`src/verilog/core_alu_ctl.sv`:
```
package core_alu_ctl;

  // bit positions in the control word
  parameter int control_select_b0     = 0;
  parameter int control_select_b1     = 1;
  parameter int control_select_b2     = 2;
  parameter int control_clear_rhs     = 3;
  parameter int control_invert_rhs    = 4;
  parameter int control_clear_carry   = 5;
  parameter int control_inv_carry_in  = 6;
  parameter int control_inv_carry_out = 7;
  parameter int control_flags_rhs     = 8;   // bit-style n and v from operand
  parameter int control_adc_overflow  = 9;
  parameter int control_result_sign   = 10;
  parameter int control_result_zero   = 11;
  parameter int control_set_carry     = 12;

  parameter int control_width = 13;

  typedef logic [control_width-1:0] control_type;

  // values of the select field
  parameter logic [2:0] alu_lhs = 3'd0;
  parameter logic [2:0] alu_rhs = 3'd1;
  parameter logic [2:0] alu_adc = 3'd2;
  parameter logic [2:0] alu_and = 3'd3;
  parameter logic [2:0] alu_or  = 3'd4;
  parameter logic [2:0] alu_xor = 3'd5;
  parameter logic [2:0] alu_asl = 3'd6;   // left through carry
  parameter logic [2:0] alu_lsr = 3'd7;   // right through carry

endpackage

```
`src/verilog/cpu_state_pkg.sv`:
```
package cpu_state_pkg;

  import core_alu_ctl::*;

  typedef struct packed {
    logic n;
    logic v;
    logic one;   // always reads 1
    logic b;
    logic d;
    logic i;
    logic z;
    logic c;
  } status_flags;

  typedef union packed {
    status_flags f;
    logic [7:0]  raw;
  } status_reg;

  parameter logic [7:0] op_lda = 8'hA9;
  parameter logic [7:0] op_adc = 8'h69;
  parameter logic [7:0] op_sbc = 8'hE9;
  parameter logic [7:0] op_and = 8'h29;
  parameter logic [7:0] op_ora = 8'h09;
  parameter logic [7:0] op_eor = 8'h49;
  parameter logic [7:0] op_cmp = 8'hC9;
  parameter logic [7:0] op_bit = 8'h24;
  parameter logic [7:0] op_asl = 8'h0A;
  parameter logic [7:0] op_lsr = 8'h4A;
  parameter logic [7:0] op_rol = 8'h2A;
  parameter logic [7:0] op_ror = 8'h6A;
  parameter logic [7:0] op_clc = 8'h18;
  parameter logic [7:0] op_sec = 8'h38;
  parameter logic [7:0] op_plp = 8'h28;
  parameter logic [7:0] op_nop = 8'hEA;

  typedef struct packed {
    control_type control;
    logic        mask_p;
    logic        write_a;
    logic        load_p;
    logic [7:0]  operand;
    logic        valid;
  } decoded_op;

endpackage

```
`src/verilog/core_alu.sv`:
```
`timescale 1ns/10ps

module core_alu
  import core_alu_ctl::*;
  import cpu_state_pkg::*;
(
  input  control_type control,
  input  logic        mask_p,
  input  logic [7:0]  lhs,
  input  logic [7:0]  rhs,
  input  status_flags flags,
  output logic [7:0]  result,
  output status_flags new_flags
);

  logic [7:0] rhs_c;   // conditioned operand
  logic [2:0] select;
  logic       carry;

  assign select = {control[control_select_b2], control[control_select_b1],
                   control[control_select_b0]};

  always_comb
  begin
    new_flags = flags;

    rhs_c = rhs;
    if (control[control_clear_rhs])
      rhs_c = 8'h00;
    if (control[control_invert_rhs])
      rhs_c = ~rhs_c;

    carry = flags.c;
    if (control[control_clear_carry])
      carry = 1'b0;
    if (control[control_inv_carry_in])
      carry = ~carry;

    case (select)
      alu_lhs: result = lhs;
      alu_rhs: result = rhs_c;
      alu_adc: {carry, result} = {1'b0, lhs} + {1'b0, rhs_c} + {8'h00, carry};
      alu_and: result = lhs & rhs_c;
      alu_or:  result = lhs | rhs_c;
      alu_xor: result = lhs ^ rhs_c;
      alu_asl: {carry, result} = {lhs, carry};
      alu_lsr: {result, carry} = {carry, lhs};
      default: result = lhs;
    endcase

    if (mask_p)
    begin
      if (control[control_flags_rhs])
        new_flags.v = rhs[6];
      else if (control[control_adc_overflow])
        new_flags.v = (lhs[7] != result[7]) && (lhs[7] == rhs_c[7]);

      if (control[control_flags_rhs])
        new_flags.n = rhs[7];
      else if (control[control_result_sign])
        new_flags.n = result[7];

      if (control[control_result_zero])
        new_flags.z = (result == 8'h00);
    end

    if (control[control_inv_carry_out])
      carry = ~carry;

    if (mask_p && control[control_set_carry])
      new_flags.c = carry;
  end

endmodule

```
`src/verilog/alu_op_decoder.sv`:
```
`timescale 1ns/10ps

module alu_op_decoder
  import core_alu_ctl::*;
  import cpu_state_pkg::*;
(
  input  logic       clk,
  input  logic       arst_n,
  input  logic       op_valid,
  input  logic [7:0] opcode,
  input  logic [7:0] operand,
  output decoded_op  dec
);

  localparam control_type one_bit   = control_type'(1);
  localparam control_type n_res     = one_bit << control_result_sign;
  localparam control_type z_res     = one_bit << control_result_zero;
  localparam control_type nz        = n_res | z_res;
  localparam control_type c_out     = one_bit << control_set_carry;
  localparam control_type v_add     = one_bit << control_adc_overflow;
  localparam control_type inv_rhs   = one_bit << control_invert_rhs;
  localparam control_type clr_c     = one_bit << control_clear_carry;
  localparam control_type inv_c     = one_bit << control_inv_carry_in;
  localparam control_type rhs_flags = one_bit << control_flags_rhs;

  decoded_op nxt;

  function automatic control_type sel(input logic [2:0] code);
    return control_type'(code) << control_select_b0;
  endfunction

  always_comb
  begin
    nxt         = '0;
    nxt.operand = operand;
    nxt.valid   = op_valid;
    nxt.mask_p  = 1'b1;
    nxt.write_a = 1'b1;

    case (opcode)
      op_lda: nxt.control = sel(alu_rhs) | nz;
      op_adc: nxt.control = sel(alu_adc) | nz | v_add | c_out;
      op_sbc: nxt.control = sel(alu_adc) | inv_rhs | nz | v_add | c_out;
      op_and: nxt.control = sel(alu_and) | nz;
      op_ora: nxt.control = sel(alu_or) | nz;
      op_eor: nxt.control = sel(alu_xor) | nz;
      op_asl: nxt.control = sel(alu_asl) | clr_c | nz | c_out;
      op_lsr: nxt.control = sel(alu_lsr) | clr_c | nz | c_out;
      op_rol: nxt.control = sel(alu_asl) | nz | c_out;   // old carry shifts in
      op_ror: nxt.control = sel(alu_lsr) | nz | c_out;
      op_cmp:
      begin
        nxt.control = sel(alu_adc) | inv_rhs | clr_c | inv_c | nz | c_out;
        nxt.write_a = 1'b0;
      end
      op_bit:
      begin
        nxt.control = sel(alu_and) | rhs_flags | z_res;
        nxt.write_a = 1'b0;
      end
      op_clc:
      begin
        nxt.control = sel(alu_lhs) | clr_c | c_out;
        nxt.write_a = 1'b0;
      end
      op_sec:
      begin
        nxt.control = sel(alu_lhs) | clr_c | inv_c | c_out;
        nxt.write_a = 1'b0;
      end
      op_plp:
      begin
        nxt.load_p  = 1'b1;
        nxt.mask_p  = 1'b0;
        nxt.write_a = 1'b0;
      end
      op_nop:
      begin
        nxt.mask_p  = 1'b0;
        nxt.write_a = 1'b0;
      end
      default:   // unknown opcodes act as nop
      begin
        nxt.mask_p  = 1'b0;
        nxt.write_a = 1'b0;
      end
    endcase
  end

  always_ff @(posedge clk or negedge arst_n)
  begin
    if (!arst_n)
      dec <= '0;
    else
      dec <= nxt;
  end

endmodule

```
`src/verilog/cpu_regs.sv`:
```
`timescale 1ns/10ps

module cpu_regs
  import cpu_state_pkg::*;
#(
  parameter logic [7:0] a_reset = 8'h00,
  parameter logic [7:0] p_reset = 8'h20
)
(
  input  logic        clk,
  input  logic        arst_n,
  input  decoded_op   dec,
  input  logic [7:0]  result,
  input  status_flags new_flags,
  output logic [7:0]  a,
  output status_reg   p
);

  status_reg p_next;

  // raw byte for plp and alu flags otherwise
  always_comb
  begin
    if (dec.load_p)
      p_next.raw = dec.operand;
    else
      p_next.f = new_flags;
    p_next.f.one = 1'b1;
  end

  always_ff @(posedge clk or negedge arst_n)
  begin
    if (!arst_n)
    begin
      a     <= a_reset;
      p.raw <= p_reset;
    end
    else if (dec.valid)
    begin
      if (dec.write_a)
        a <= result;
      p <= p_next;
    end
  end

endmodule

```
`src/verilog/alu_exec_unit.sv`:
```
`timescale 1ns/10ps

module alu_exec_unit
  import cpu_state_pkg::*;
#(
  parameter logic [7:0] a_reset = 8'h00,
  parameter logic [7:0] p_reset = 8'h20   // only the one bit
)
(
  input  logic       clk,
  input  logic       arst_n,
  input  logic       op_valid,
  input  logic [7:0] opcode,
  input  logic [7:0] operand,
  output logic [7:0] a,
  output logic [7:0] p,
  output logic       done
);

  decoded_op   dec;
  status_reg   p_reg;
  status_flags new_flags;
  logic [7:0]  result;

  alu_op_decoder i_alu_op_decoder (
    .clk      (clk),
    .arst_n   (arst_n),
    .op_valid (op_valid),
    .opcode   (opcode),
    .operand  (operand),
    .dec      (dec)
  );

  core_alu i_core_alu (
    .control   (dec.control),
    .mask_p    (dec.mask_p),
    .lhs       (a),
    .rhs       (dec.operand),
    .flags     (p_reg.f),
    .result    (result),
    .new_flags (new_flags)
  );

  cpu_regs #(
    .a_reset (a_reset),
    .p_reset (p_reset)
  ) i_cpu_regs (
    .clk       (clk),
    .arst_n    (arst_n),
    .dec       (dec),
    .result    (result),
    .new_flags (new_flags),
    .a         (a),
    .p         (p_reg)
  );

  assign p = p_reg.raw;

  always_ff @(posedge clk or negedge arst_n)
  begin
    if (!arst_n)
      done <= 1'b0;
    else
      done <= dec.valid;   // same edge as write-back
  end

endmodule

```
`config.mk`:
```
export PLATFORM = sky130hd
export DESIGN_NAME = alu_exec_unit
export DESIGN_NICKNAME = d
export VERILOG_FILES = /design/src/verilog/core_alu_ctl.sv /design/src/verilog/cpu_state_pkg.sv /design/src/verilog/core_alu.sv /design/src/verilog/alu_op_decoder.sv /design/src/verilog/cpu_regs.sv /design/src/verilog/alu_exec_unit.sv
export SDC_FILE = /design/constraint.sdc
export NUM_CORES = 1
export LEC_CHECK = 0
export BUFFER_PORTS_ARGS = -buffer_cell sky130_fd_sc_hd__buf_2
export CAP_MARGIN = 10
export CELL_PAD_IN_SITES_DETAIL_PLACEMENT = 0
export CELL_PAD_IN_SITES_GLOBAL_PLACEMENT = 1
export CORE_ASPECT_RATIO = 0.8
export CORE_MARGIN = 4
export CORE_UTILIZATION = 30
export DETAILED_ROUTE_END_ITERATION = 8
export PLACE_DENSITY = 0.71
export SYNTH_ARGS = -nofsm -noshare
export SYNTH_HDL_FRONTEND = slang
export SYNTH_SLANG_ARGS = --single-unit
```
`constraint.sdc`:
```
create_clock -name clk -period 2.8 [get_ports clk]
set_clock_uncertainty 0.2 [all_clocks]
set_input_delay 0 -clock clk [delete_from_list [all_inputs] [get_ports clk]]
set_output_delay 0 -clock clk [all_outputs]
set_load 0.05 [all_outputs]
```
---- Word level (Yosys, flattened, before mapping) ----
Index checks and enable logic that the tools add are counted.
operators by class
  bitwise operators ....................... 6
  equality and inequality tests ........... 24
  divide/modulo/power cells ............... 0
  reductions and logical operators ........ 17
  multiplexer cells ....................... 20
  magnitude comparators ................... 0
  shift operators ......................... 0
  $add $sub $neg .......................... 2
  multiply operators ...................... 0
operators with widths
  operator                                                               count
  13-bit case mux with 14 select lines                                   1
  8-bit case mux with 8 select lines                                     1
  8-bit by 6-bit equality test with 1-bit output, second input constant  5
  8-bit by 7-bit equality test with 1-bit output, second input constant  4
  8-bit equality test, second input constant                             3
  8-bit two-way mux                                                      3
  8-bit by 4-bit equality test with 1-bit output, second input constant  2
  14-bit OR reduction                                                    1
  1-bit two-way mux                                                      13
  3-bit equality test, second input constant                             4
  10-bit OR reduction                                                    1
  8-bit by 8-bit adder with 9-bit output                                 1
  9-bit by 1-bit adder with 9-bit output                                 1
  3-bit AND reduction                                                    3
  8-bit AND                                                              1
  8-bit by 5-bit equality test with 1-bit output, second input constant  1
  8-bit logical NOT                                                      1
  8-bit NOT                                                              1
  8-bit OR                                                               1
  8-bit XOR                                                              1
  3-bit by 2-bit equality test with 1-bit output, second input constant  2
  2-bit AND reduction                                                    3
  2-bit nonzero test                                                     3
  3-bit nonzero test                                                     2
  other kinds (8)                                                        10
storage, ports and cells
  word-level logic and storage cells ...... 82
  memory bits (read-only) ................. 0
  register bits ........................... 41
  output and inout bits ................... 17
  memories kept ........................... 0
  RAM bits ................................ 0
  latch bits .............................. 0

---- Logic depth before layout (Yosys ltp) ----
  word-level depth ........................ 12
  mapped depth ............................ 11
  gate-level depth less buffers ........... 11

---- Cells and area by module ----
From an unflattened synthesis, not the netlist that was laid out.
unflattened totals
  cell total of the unflattened synthesis .. 318
  area total of the unflattened synthesis .. 2961.6 µm²
by module, submodules not included
  module          seq. area each (µm²)  cells an instance  area an instance (µm²)  times used
  core_alu        0.0                   199                1393.8                  1
  alu_op_decoder  575.6                 68                 858.3                   1
  cpu_regs        375.4                 50                 684.4                   1
  alu_exec_unit   25.0                  1                  25.0                    1

---- Worst setup path after synthesis ----
No wires, ideal clock.
  kind .................................... register to register
  start point ............................. reg i_cpu_regs.p[0] (netlist bit)
  end point ............................... reg i_cpu_regs.p[1] (netlist bit)
  cell stages (with the launch flop) ...... 12
  buffers on the path ..................... 0
  arrival time ............................ 3.018 ns
  slack ................................... -0.543 ns
  clock period less this slack ............ 3.343 ns
  path through ............................ dfrtp_1 nand2b_1 xnor2_1 fa_1 fa_1 a211oi_1 o21ai_0 and3_1 o311ai_0 a211oi_1 a31oi_1 nor3_1
between the ends
  cells in the longest elaborated chain, start to end .. 9
RTL lines
  what                                    line            RTL
  from (decl)                             cpu_regs.sv:16  output status_reg p
  from (signal assigned)                  cpu_regs.sv:42  p <= p_next;
  1-bit two-way mux *                     core_alu.sv:34  if (control[control_clear_carry])
  1-bit NOT                               core_alu.sv:37  carry = ~carry;
  1-bit two-way mux *                     core_alu.sv:36  if (control[control_inv_carry_in])
  9-bit by 1-bit adder with 9-bit output  core_alu.sv:42  alu_adc: {carry, result} = {1'b0, lhs} + {1'b0, rhs_c} + {8'h00, carry};
  8-bit case mux with 8 select lines *    core_alu.sv:39  case (select)
  8-bit logical NOT *                     core_alu.sv:64  new_flags.z = (result == 8'h00);
  1-bit two-way mux *                     core_alu.sv:63  if (control[control_result_zero])
  1-bit two-way mux *                     core_alu.sv:51  if (mask_p)
  8-bit two-way mux *                     cpu_regs.sv:24  if (dec.load_p)
Every way passes the cells marked *; elsewhere a longest branch is shown, timed or not. The select of a mux whose other input is x is not followed.
A chain may end at the register's enable or synchronous reset.

---- Final worst setup path ----
  start point ............................. reg i_alu_op_decoder.dec[16] (netlist name)
  end point ............................... reg i_cpu_regs.p[1] (netlist bit)
between the ends
  cells in the longest elaborated chain, start to end .. 8
  elaborated cells between the ends (all ways) .. 11
  classes of those cells .................. 2 x add/sub; 5 x mux; 3 x bitwise; 1 x reduce/logical
RTL lines
  what                                    line            RTL
  8-bit two-way mux *                     core_alu.sv:30  if (control[control_invert_rhs])
  8-bit by 8-bit adder with 9-bit output  core_alu.sv:42
  9-bit by 1-bit adder with 9-bit output  core_alu.sv:42
  8-bit case mux with 8 select lines *    core_alu.sv:39
  8-bit logical NOT *                     core_alu.sv:64
  1-bit two-way mux *                     core_alu.sv:63
  1-bit two-way mux *                     core_alu.sv:51
  8-bit two-way mux *                     cpu_regs.sv:24
Marks and branches as above.

==> flow_metrics.py <==
metrics = {
    "outcome": {
        "status": "finished, violations left",
        "violations": "setup timing",
    },
    "setup_path": {
        "endpoint_kind": "flop",
        "required_ps": 2800,
        "cp_data_arrival_time_ps": 2980,
        "cp_top_family": "adder cells",
        "slowest_stage": "mux4_2",
        "crit_chain": "xor2_1 > fa_2 > fa_2 > xor2_1 > mux4_2 > o22ai_2 > and4_1 > a31oi_1 > nor3_1",
        "reg2reg_from": "i_alu_op_decoder.dec[16]$_DFF_PN0_",
        "crit_buf_inv": 0,
        "path_class": "reg -> reg",
        "worstReg2RegEnd": "i_cpu_regs.p[1]$_DFFE_PN0P_",
        "r2r_cells": 9,
        "r2r_slack_ps": -180,
        "path_max_fanout": 3,
        "max_stage_delay_ps": 490,
        "start_kind": "flop",
    },
    "synth": {
        "yosysMostFrequentCell": "dfrtp_1",
        "synth_ff_type": "dfrtp_1",
        "synth_top_family_by_area": "compound AO/OA/AOI/OAI gates",
        "syn_nets": 332,
        "synth_compound_area_share_pct": 20.81,
        "netlist-cell-type-count": 56,
        "synthSimpleGateAreaFrac_pct": 15.49,
        "synth_edf_count": 0,
        "synth_seq_cells": 39,
        "postSynthAreaPerCell_um2": 9.170,
        "ys_warn_count": 0,
        "synth.largest_area_cell": "dfrtp_1",
        "ys_seq_area_share_pct": 36.08,
        "postSynthCellCount": 295,
        "ys_top_cells_by_count": "dfrtp_1, inv_1, nand2_1, o21ai_0, nor2_1",
        "netlist.area_leader.share_pct": 36.08,
        "synth_adder_area_share_pct": 8.881,
        "synthTopCellsByArea": "dfrtp_1, ha_1, mux4_2",
        "muxShareOfSynthArea_pct": 8.881,
        "syn_area_um2": 2705,
        "synth_xor_area_share_pct": 3.515,
        "async_reset_ff_share_pct": 100.0,
    },
    "layout": {
        "syn_to_final_growth_pct": 43.43,
        "largest_reg_flops": 23,
        "diodes": 0,
        "drive_gt1_share_pct": 31.95,
        "nets": 422,
        "design_area_um2": 3880,
    },
    "die": {
        "io_pins": 36,
        "rows": 30,
        "start_util_pct": 31.33,
        "die_h_um": 92.94,
        "die_w_um": 114.2,
        "core_area_um2": 8633,
        "die_area_um2": 10610,
    },
    "detailed_routing": {
        "drt-total-wl_mm": 8.118,
        "routedWlPerCell_um": 16.33,
        "initialDrtViolationCount": 184,
        "drtAntennaViolNets": 0,
        "remaining_drc_errors": 0,
        "num_vias": 2625,
        "via_per_inst": 5.282,
        "first_pass_iters": 5,
    },
    "hold_path": {
        "holdPathEnd": "i_alu_op_decoder.dec[7]$_DFF_PN0_",
        "min_from": "operand[6]",
        "hp-class": "in -> reg",
        "whs_path_depth": 2,
    },
    "grt": {
        "grt_first_pass_wirelength_mm": 13.20,
        "grt_util_all_layers_pct": 15.78,
        "antenna_found_initial": 0,
        "grt_max_degree": 40,
        "grt_overflow": 0,
        "grt_pass1_vias": 2575,
    },
    "sta": {
        "period_needed_ps": 2979,
        "max_freq_mhz": 335.6,
        "finalCritPeriodShare_pct": 106.4,
        "hold_viol_final": 0,
        "slew_violations": 0,
        "tightest_slew_ps": 897.5,
        "slew_headroom_pct": 40.17,
        "fin_ws_ps": -179.4,
        "worst_hold_slack_ps": 145.9,
        "rsz0062_at_grt": "true",
        "setup_viol": 5,
    },
    "run": {
        "drv_cap": 0,
    },
    "clocking": {
        "cts_max_level": 2,
        "clk_latency_ps": 280,
        "cts_tree": "yes",
        "clk_pin_slew_ps": 60,
        "clock_path_buffers": 2,
        "cts_buffers": 5,
        "clock_sinks": 39,
        "root_buffer": "clkbuf_16",
    },
    "power_and_ir_drop": {
        "ir_drop_mv": 0.2028,
        "leakage_nw": 1.751,
        "p_per_area_nw_per_um2": 493.3,
    },
    "placement": {
        "placed_area_um2": 3181,
        "io_buffers": 34,
        "post-dp-hpwl_mm": 5.674,
        "gp_congestion": 0.8664,
    },
}
## logic make-up (layout without fill, tap and decap cells)
logic type,after synthesis,count (layout)
compound gates,86,86
simple gates,85,85
flops,39,39
buf+inv,39,129
fa+ha+maj,18,18
mux,17,17
xor+xnor,10,10
other cells,1,1
## through the flow
| step | instances | setup TNS (ps) | power [mW] | util, % | worst slack [ps] |
|---|---|---|---|---|---|
| after global placement | 457 | -406.2 | 1.200 | 36.84 | -209.4 |
| after CTS | 494 | -296.1 | 1.876 | 43.64 | -190.0 |
| after global routing | 497 | -1350 | 2.015 | 44.94 | -337.6 |
| after detailed placement | 457 | -526.0 | 1.205 | 36.84 | -218.9 |
| after floorplan | 295 | -262.0 | 1.005 | - | -197.7 |
| final | 497 | -545.2 | 1.914 | 44.94 | -179.4 |
## area by class of cell
type / count / area (um^2)
tap: 112 / 140.1
clock inverter: 1 / 8.758
multi-input combinational: 217 / 1794
fill: 818 / 4753
timing repair buffer: 97 / 726.9
clock buffer: 6 / 138.9
sequential: 39 / 977.2
inverter: 25 / 93.84
## report_power, final
group / internal [mW] / leakage, nW / switching [mW] / total [mW]
combinational: 0.305 / 1.17 / 0.388 / 0.692
clock: 0.353 / 0.0733 / 0.232 / 0.585
sequential: 0.599 / 0.512 / 0.0375 / 0.637
## worst max-delay path by stage
| stage | start | end | slack [ps] | cells past startpoint |
|---|---|---|---|---|
| 3_5_place_dp | i_alu_op_decoder.dec[16]$_DFF_PN0_ | i_cpu_regs.p[1]$_DFFE_PN0P_ | -220 | 13 |
| 5_1_grt | i_alu_op_decoder.dec[17]$_DFF_PN0_ | i_cpu_regs.p[1]$_DFFE_PN0P_ | -340 | 10 |
| 2_1_floorplan | i_cpu_regs.p[0]$_DFFE_PN0P_ | i_cpu_regs.p[1]$_DFFE_PN0P_ | -200 | 10 |
| 3_3_place_gp | i_alu_op_decoder.dec[17]$_DFF_PN0_ | i_cpu_regs.p[1]$_DFFE_PN0P_ | -210 | 10 |
| 6_report | i_alu_op_decoder.dec[16]$_DFF_PN0_ | i_cpu_regs.p[1]$_DFFE_PN0P_ | -180 | 9 |
| 4_1_cts | i_alu_op_decoder.dec[17]$_DFF_PN0_ | i_cpu_regs.p[1]$_DFFE_PN0P_ | -190 | 10 |
## cell usage in the layout, fill, tap and decap left out, drive strengths merged, types with 5 or more instances in the layout
master,instances
a211oi,7
a21oi,16
a31oi,5
buf,70
clkbuf,6
dfrtp,39
dlygate4sd3,27
ha,16
inv,26
mux2,6
mux2i,6
mux4,5
nand2,22
nand2b,5
nand3,9
nor2,21
nor3,8
o211ai,5
o21ai,23
xor2,7
## routing by layer
layer	up-vias	wire length, um	track usage, %
li1	1235	-	-
met5	-	0	0
met4	0	104	4.055
met1	1273	3952	23.10
met3	10	537	3.658
met2	107	3523	23.29
## timing repair
action	in CTS	in global routing
endpoints found under the setup margin	4	9
hold buffers	27	0
hold endpoints to repair	62	0
pin swaps	7	7
gates resized for setup	25	16
buffers inserted	3	3
## worst register-to-register path: cells and delay by family (launching register included)
family	cells	cell delay [ps]
flops	1	420
mux	1	490
simple gates	2	380
compound gates	2	270
fa+ha+maj	2	770
xor+xnor	2	370
Note: power is estimated with default switching activity, not from simulation.
